`src/include/dcache_params.svh`:
```
/*
 * Geometry of the two-way data cache.
 * The widths must stay consistent: tag + index + offset + byte = address.
 * Changing DC_WAYS beyond 2 needs a wider LRU scheme than one bit per set.
 */
`ifndef DCACHE_PARAMS_SVH
`define DCACHE_PARAMS_SVH

// line geometry
`define DC_SETS     256
`define DC_WAYS     2
`define DC_WORDS    4

// address split
`define DC_INDEX_W  8
`define DC_TAG_W    20
`define DC_OFFSET_W 2     // word within line
`define DC_BYTE_W   2     // byte within word, ignored

// bus widths
`define DC_ADDR_W   32
`define DC_WORD_W   32

`endif

```
`src/apb_pkg.sv`:
```
/*
 * CPU side APB types.
 * No pstrb and no pprot. Only full-word transfers are supported.
 * pslverr is part of the response but the cache never raises it.
 */
`include "dcache_params.svh"

package apb_pkg;

    // master to cache
    typedef struct packed {
        logic                  psel;
        logic                  penable;
        logic                  pwrite;
        logic [`DC_ADDR_W-1:0] paddr;
        logic [`DC_WORD_W-1:0] pwdata;
    } apb_req_t;

    // cache to master
    typedef struct packed {
        logic                  pready;
        logic [`DC_WORD_W-1:0] prdata;
        logic                  pslverr;   // tied low
    } apb_rsp_t;

endpackage

```
`src/cache_pkg.sv`:
```
/*
 * Cache internal types and the L2 port.
 * L2 reads move a whole line and return it in the ack cycle.
 * L2 writes carry a single word. One request outstanding at a time.
 */
`include "dcache_params.svh"

package cache_pkg;

    typedef logic [`DC_WORD_W-1:0]  dc_word_t;
    typedef logic [`DC_INDEX_W-1:0] dc_index_t;

    // how the cache sees a cpu address
    typedef struct packed {
        logic [`DC_TAG_W-1:0]    tag;
        dc_index_t               index;
        logic [`DC_OFFSET_W-1:0] offset;
        logic [`DC_BYTE_W-1:0]   byte_sel;   // unused, word accesses only
    } dc_addr_t;

    typedef struct packed {
        logic                 valid;
        logic [`DC_TAG_W-1:0] tag;
    } tag_entry_t;

    typedef dc_word_t [`DC_WORDS-1:0] dc_line_t;   // word 0 in the low bits

    // one enable per word bank, per way
    typedef logic [`DC_WAYS-1:0][`DC_WORDS-1:0] way_wen_t;

    typedef struct packed {
        logic                  valid;
        logic                  we;
        logic [`DC_ADDR_W-1:0] addr;    // line aligned on reads
        dc_word_t              wdata;
    } l2_req_t;

    typedef struct packed {
        logic     ack;
        dc_line_t rdata;
    } l2_rsp_t;

endpackage

```
`src/dcache_ctrl.sv`:
```
/*
 * Cache controller. Judges hit or miss, picks the way and sequences
 * refill and write-through on the L2 port.
 * Index is taken from paddr combinationally, so the arrays are read in
 * the APB setup cycle. Relies on the master holding its request stable.
 * A read hit completes in the first access cycle.
 */
`include "dcache_params.svh"

module dcache_ctrl (
    input  logic                                clk,
    input  logic                                arst_n,
    input  apb_pkg::apb_req_t                   apb_req,
    output apb_pkg::apb_rsp_t                   apb_rsp,
    output cache_pkg::l2_req_t                  l2_req,
    input  cache_pkg::l2_rsp_t                  l2_rsp,
    output cache_pkg::dc_index_t                index,
    output logic [`DC_WAYS-1:0]                 tag_wen,
    output cache_pkg::tag_entry_t               tag_wdata,
    output logic                                lru_upd,
    output logic                                lru_way,
    input  cache_pkg::tag_entry_t [`DC_WAYS-1:0] tags,
    input  logic                                lru,
    output cache_pkg::way_wen_t                 data_wen,
    output logic [`DC_OFFSET_W-1:0]             offset,
    output cache_pkg::dc_word_t                 store_word,
    output cache_pkg::dc_line_t                 refill_line,
    output logic                                refill_sel,
    input  cache_pkg::dc_line_t [`DC_WAYS-1:0]  lines
);

    import cache_pkg::*;

    typedef enum logic [2:0] {
        S_IDLE,
        S_LOOKUP,     // first access cycle, array outputs valid
        S_REFILL,     // waiting for the L2 line
        S_REREAD,     // array re-reads the new line
        S_WTHRU,      // waiting for the L2 word write
        S_DONE
    } state_t;

    state_t              state_q;
    state_t              state_d;
    dc_addr_t            addr;
    logic [`DC_WAYS-1:0] way_hit;
    logic                hit;
    logic                hit_way;
    logic                cur_way;
    logic                way_q;       // way kept after lookup
    logic                line_rd_req;
    logic                word_wr_req;
    logic                refill_ack;
    logic                wthru_ack;

    assign addr        = dc_addr_t'(apb_req.paddr);
    assign index       = addr.index;
    assign offset      = addr.offset;
    assign refill_line = l2_rsp.rdata;
    assign tag_wdata   = '{valid: 1'b1, tag: addr.tag};

    for (genvar w = 0; w < `DC_WAYS; w++) begin : g_cmp
        assign way_hit[w] = tags[w].valid && (tags[w].tag == addr.tag);
    end

    assign hit     = |way_hit;
    assign hit_way = way_hit[1];
    // hit way or LRU victim during lookup, the stored way afterwards
    assign cur_way = (state_q == S_LOOKUP) ? (hit ? hit_way : lru) : way_q;

    // L2 request is a pure function of state and the held APB request
    assign line_rd_req = (state_q == S_LOOKUP && !hit) || state_q == S_REFILL;
    assign word_wr_req = (state_q == S_LOOKUP && hit && apb_req.pwrite)
                         || state_q == S_WTHRU;
    assign refill_ack  = line_rd_req && l2_rsp.ack;
    assign wthru_ack   = word_wr_req && l2_rsp.ack;

    always_comb begin
        l2_req.valid = line_rd_req || word_wr_req;
        l2_req.we    = word_wr_req;
        l2_req.wdata = apb_req.pwdata;
        if (word_wr_req) begin
            l2_req.addr = {addr.tag, addr.index, addr.offset, {`DC_BYTE_W{1'b0}}};
        end else begin
            l2_req.addr = {addr.tag, addr.index, {(`DC_OFFSET_W + `DC_BYTE_W){1'b0}}};
        end
    end

    // a read refill gets its own word back, so the merge is a no-op
    assign store_word = apb_req.pwrite ? apb_req.pwdata : l2_rsp.rdata[offset];

    always_comb begin
        tag_wen    = '0;
        data_wen   = '0;
        lru_upd    = 1'b0;
        lru_way    = 1'b0;
        refill_sel = 1'b0;
        if (refill_ack) begin
            tag_wen[cur_way]  = 1'b1;
            data_wen[cur_way] = '1;          // whole line, store merged in
            refill_sel        = 1'b1;
            lru_upd           = 1'b1;
            lru_way           = ~cur_way;    // filled way is now most recent
        end else if (state_q == S_LOOKUP && hit) begin
            lru_upd = 1'b1;
            lru_way = ~hit_way;
            if (apb_req.pwrite) begin
                data_wen[hit_way][offset] = 1'b1;
            end
        end
    end

    always_comb begin
        state_d = state_q;
        case (state_q)
            S_IDLE: begin
                if (apb_req.psel && !apb_req.penable) begin
                    state_d = S_LOOKUP;
                end
            end
            S_LOOKUP: begin
                if (!hit) begin
                    if (refill_ack) begin
                        state_d = apb_req.pwrite ? S_WTHRU : S_REREAD;
                    end else begin
                        state_d = S_REFILL;
                    end
                end else if (apb_req.pwrite) begin
                    state_d = wthru_ack ? S_DONE : S_WTHRU;
                end else begin
                    state_d = S_IDLE;   // read hit done
                end
            end
            S_REFILL: begin
                if (refill_ack) begin
                    state_d = apb_req.pwrite ? S_WTHRU : S_REREAD;
                end
            end
            S_REREAD: state_d = S_DONE;
            S_WTHRU: begin
                if (wthru_ack) begin
                    state_d = S_DONE;
                end
            end
            S_DONE:   state_d = S_IDLE;
            default:  state_d = S_IDLE;
        endcase
    end

    always_ff @(posedge clk or negedge arst_n) begin
        if (!arst_n) begin
            state_q <= S_IDLE;
            way_q   <= 1'b0;
        end else begin
            state_q <= state_d;
            if (state_q == S_LOOKUP) begin
                way_q <= cur_way;
            end
        end
    end

    assign apb_rsp.pready  = (state_q == S_LOOKUP && hit && !apb_req.pwrite)
                             || state_q == S_DONE;
    assign apb_rsp.prdata  = lines[cur_way][offset];
    assign apb_rsp.pslverr = 1'b0;

endmodule

```
`config.mk`:
```
export PLATFORM = sky130hd
export DESIGN_NAME = dcache_ctrl
export DESIGN_NICKNAME = d
export VERILOG_FILES = /design/src/apb_pkg.sv /design/src/cache_pkg.sv /design/src/dcache_ctrl.sv
export VERILOG_INCLUDE_DIRS = /design/src /design/src/include
export SDC_FILE = /design/constraint.sdc
export NUM_CORES = 1
export LEC_CHECK = 0
export BUFFER_PORTS_ARGS = -buffer_cell sky130_fd_sc_hd__buf_2
export CORE_AREA = 2 2 314 316
export CTS_BUF_LIST = sky130_fd_sc_hd__clkbuf_16
export CTS_CLUSTER_DIAMETER = 40
export DETAILED_ROUTE_END_ITERATION = 12
export DIE_AREA = 0 0 316 318
export SYNTH_ARGS = -nofsm -noshare
export SYNTH_HDL_FRONTEND = slang
export SYNTH_SLANG_ARGS = --single-unit
```
`constraint.sdc`:
```
create_clock -name clk -period 2.2 [get_ports clk]
set_input_delay 0.22 -clock clk [delete_from_list [all_inputs] [get_ports clk]]
set_output_delay 0.22 -clock clk [all_outputs]
set_load 0.05 [all_outputs]
```
======== Yosys cells after proc, flatten, opt, wreduce, memory -nomap -nowiden ========
Index checks and enable logic that the tools add are counted.
storage, ports and cells
  register bits ........................... 4
  bits in latches ......................... 0
  memory bits (writable) .................. 0
  memory bits (read-only) ................. 0
  input bits .............................. 497
  logic and storage cells ................. 78
  memories ................................ 0
cells by class
  add/sub/neg operators ................... 0
  multiply operators ...................... 0
  divide/modulo/power cells ............... 0
  $lt $le $gt $ge ......................... 6
  eq/ne operators ......................... 10
  shift-type cells ........................ 0
  multiplexer cells ....................... 36
  bitwise gates (word level) .............. 2
  reduce and logical (&&, ||, !) cells .... 22
operator list
  kind                  number
  $mux W128             2
  $bmux W32 S2          2
  $mux W32              3
  $eq A20 B20 Y1        2
  $mux W8               3
  $mux W3               7
  $pmux W3 S5           1
  $logic_and A1 B1 Y1   12
  $mux W4               3
  $mux W1               10
  $demux W4 S1          2
  $eq A3 B2 Y1 const B  2
  $eq A3 B3 Y1 const B  2
  $ne A2 B2 Y1 const B  3
  $logic_or A1 B1 Y1    4
  $lt A1 B2 Y1 const B  2
  $eq A3 B1 Y1 const B  1
  $logic_not A1 Y1      3
  $logic_not A3 Y1      1
  $lt A2 B3 Y1 const B  1
  $reduce_and A3 Y1     1
  $demux W1 S2          1
  $ge A1 B1 Y1 const B  2
  $ge A2 B1 Y1 const B  1
  4 further kinds       5

======== Depth between registers and ports, before layout ========
  word-level depth ........................ 11
  gate-level depth with buffers ........... 11
  gate-level depth less buffers ........... 8

======== Worst setup path before layout ========
OpenSTA, ideal clock, no wires.
  path type ............................... register to output
  start ................................... register state_q[0]
  end ..................................... output port apb_rsp[12] (netlist bit)
  arrival time ............................ 2377 ps
  slack ................................... -397 ps
  stages on the path, launching flop included .. 11
  path buffers ............................ 3
  path through ............................ dfrtp_1 > clkbuf_1 > nand2b_1 > nor2_1 > nand2_1 > a21oi_1 > clkbuf_1 > clkbuf_1 > nor3_1 > a31oi_1 > nand4_1
RTL lines
  element                   RTL line            text
  start: declaration        dcache_ctrl.sv:43   state_t state_q;
  start signal: assignment  dcache_ctrl.sv:155  state_q <= state_d;
  end: declaration          dcache_ctrl.sv:14   output apb_pkg::apb_rsp_t apb_rsp,

==> impl_metrics.json <==
{
  "fin_crit_ps": 2893,
  "pre_cts_slack_ps": -1140,
  "drtIter0Drc": 752,
  "ys.flop_type": "dfrtp_1",
  "fin_hold_ws_ps": 372.9,
  "grt_pass1_wl_um": 83610,
  "relSlewSlack_pct": 65.27,
  "port_buffers": 770,
  "fin_ws_ps": -692.8,
  "cp_max_fo": 6,
  "syn_area_per_cell_um2": 6.752,
  "worstSetupStartpoint": "tags[24]",
  "yosys_warnings": 0,
  "clk_pin_slew_ps": 30,
  "num_vias": 9961,
  "grt_pass1_vias": 9387,
  "synthArstFlopShare_pct": 100.0,
  "cp.arrival_ps": 2670,
  "p_per_area_mw_per_mm2": 900.1,
  "h-tree-depth": 1,
  "required_ps": 1980,
  "syn_area_mm2": 0.006205,
  "fp-row-count": 115,
  "rsz0062_at_grt": "true",
  "final_max_slew_viol_count": 0,
  "ant_nets": 0,
  "start_util_pct": 6.370,
  "wl_per_cell_um": 23.92,
  "ys_types": 36,
  "grt_overflow": 0,
  "cts.path.max_buffers": 2,
  "fmax_mhz": 345.7,
  "drt_drc_violations_left": 0,
  "grt_antenna_before_repair": 49,
  "worst_pin_slew_ps": 524.5,
  "coreArea_mm2": 0.09741,
  "violations": "setup timing",
  "crit_path_start_kind": "primary input",
  "p_leak_nw": 5.535,
  "grt_usage_pct": 12.39,
  "ys_seq_elements": 4,
  "first_pass_iters": 5,
  "r2r_start": "state_q[2]",
  "cts_inserted_buffers": 3,
  "detailed_place_hpwl_um": 58880,
  "finClkSkew_ps": 0.2584,
  "cts_sinks": 4,
  "setup_viol": 50,
  "grt_max_degree": 84,
  "totalWireLength_um": 67330,
  "root_buffer": "clkbuf_16",
  "ys_seq_area_share_pct": 1.613,
  "maxCapViolCount": 0,
  "outcome": "finished, violations left",
  "syn_to_final_growth_pct": 99.37,
  "synth_edf_count": 0,
  "dieArea_mm2": 0.1005,
  "hold_path.class": "primary input to asynchronous set/reset pin",
  "hold_violations": 0,
  "finalCritPeriodShare_pct": 131.5,
  "placed_area_mm2": 0.01096,
  "clkLatencyLatePin_ps": 230,
  "layout-drive-gt1-share_pct": 68.45,
  "place.gp.congestion": 0.9262,
  "ir_drop_mv": 0.5597,
  "fin_area_mm2": 0.01237,
  "seqCellArea_um2": 100.1,
  "syn_inst": 919,
  "end_kind": "output port",
  "viasPerCell": 3.539,
  "dieHeight_um": 318,
  "ioPinCount": 801,
  "tritoncts": "built",
  "fillers": 11243,
  "critPathKind": "primary input to output port",
  "nets": 2014,
  "multiInputGateArea_mm2": 0.004521,
  "die_x_um": 316
}
## cells in the final DEF, fill, tap and decap left out, drive strengths merged
| master | Yosys | layout |
|---|---|---|
| diode | 0 | 13 |
| dlygate4sd3 | 0 | 1 |
| or4 | 1 | 1 |
| nand4b | 3 | 3 |
| buf | 257 | 895 |
| o41ai | 1 | 1 |
| clkbuf | 51 | 6 |
| and2 | 5 | 5 |
| o21a | 1 | 1 |
| nand4 | 40 | 40 |
| nor4 | 4 | 4 |
| o21ai | 11 | 11 |
| conb | 2 | 4 |
| nand3b | 1 | 1 |
| mux4 | 32 | 32 |
| a31o | 1 | 1 |
| nand2 | 139 | 139 |
| xnor2 | 33 | 33 |
| nand3 | 2 | 2 |
| o22ai | 3 | 3 |
| xor2 | 7 | 7 |
| inv | 5 | 5 |
| nor2 | 7 | 7 |
| nor2b | 6 | 6 |
| nand2b | 5 | 5 |
| dfrtp | 4 | 4 |
| a31oi | 129 | 129 |
| nor3 | 129 | 129 |
| a32oi | 1 | 1 |
| a2bb2o | 1 | 1 |
| o211a | 1 | 1 |
| or2 | 1 | 1 |
| a21oi | 4 | 4 |
| mux2 | 32 | 32 |
## sequential cells by signal (all words and copies together) (netlist names)
name,flops
state_q,3
way_q,1
## logic make-up (layout without fill, tap and decap cells)
kind of cell    after synthesis  in the layout  share of synthesized area, %
mux                          64             64                         17.42
flops                         4              4                         1.613
other cells                   2             17                        0.1210
buf+inv                     313            907                         33.47
compound gates              153            153                         15.51
simple gates                343            343                         26.22
xor+xnor                     40             40                         5.646
## critical path: stages
cell and delay [ps]:
buf_6 100, xnor2_2 160, nand4_1 100, or4_4 550
o41ai_4 220, buf_6 170, buf_12 120, buf_12 110
buf_12 120, buf_12 120, buf_6 100, nor3_1 50
a31oi_1 170, nand4_1 150, buf_6 190
## metrics by stage
| step | total power [mW] | cells | utilization (%) | TNS (ps) |
|---|---|---|---|---|
| 2_1_floorplan | 5.572 | 921 | - | -10620 |
| 3_3_place_gp | 8.561 | 2771 | 11.25 | -48790 |
| 3_5_place_dp | 8.559 | 2771 | 11.25 | -45720 |
| 4_1_cts | 11.03 | 2796 | 12.40 | -31990 |
| 5_1_grt | 11.66 | 2814 | 12.70 | -30120 |
| 6_report | 11.14 | 2815 | 12.70 | -26260 |
## synthesized netlist by cell type, drive strengths merged, types with 3 or more instances
cell | instances | area [um2]
buf | 257 | 1867
nand2 | 139 | 521.8
a31oi | 129 | 807.0
nor3 | 129 | 645.6
clkbuf | 51 | 191.4
nand4 | 40 | 250.2
xnor2 | 33 | 289.0
mux2 | 32 | 360.4
mux4 | 32 | 720.7
o21ai | 11 | 55.05
nor2 | 7 | 26.28
xor2 | 7 | 61.31
nor2b | 6 | 37.54
and2 | 5 | 31.28
inv | 5 | 18.77
nand2b | 5 | 31.28
a21oi | 4 | 20.02
dfrtp | 4 | 100.1
nor4 | 4 | 25.02
nand4b | 3 | 26.28
o22ai | 3 | 18.77
## layer usage
metal | vias up | global-route usage (%) | part of all wire [%]
li1 | 4338 | - | -
met1 | 4602 | 13.96 | 36
met2 | 842 | 19.60 | 43
met3 | 151 | 6.521 | 15
met4 | 28 | 4.760 | 4.8
met5 | - | 0 | 0.29
## path summary, 6_finish.rpt
| path | endpoint | slack, ps | cells past startpoint |
|---|---|---|---|
| max | apb_rsp[24] | -690 | 15 |
| min | state_q[1] | 370 | 2 |
| max reg2reg | way_q | 620 | 6 |
| min reg2reg | state_q[2] | 680 | 2 |
| max in group asynchronous | way_q | 1680 | 2 |
| min in group clk | index[4] | 440 | 0 |
## where the power goes
part	leakage, nW	total, mW	switching (mW)	internal, mW
logic	5.45	10.7	6.41	4.27
clock network	0.0371	0.293	0.0599	0.233
registers	0.0511	0.152	0.0434	0.109
## repair_timing
item,4_1_cts,5_1_grt
hold buffers,1,0
hold endpoints to repair,4,0
resized for setup,183,52
endpoints found under the setup margin,52,50
cloned,8,1
buffers inserted,16,7
pin swaps,42,26
## cell type report
class	count	share of cell area [%]
repair buffers	899	48.53
multi-input cells	604	36.54
well taps	1287	13.02
clock buffers	3	0.6069
diodes	13	0.2630
flip-flops and latches	4	0.8091
inverters	5	0.2326
Note: power is estimated with default switching activity, not from simulation.
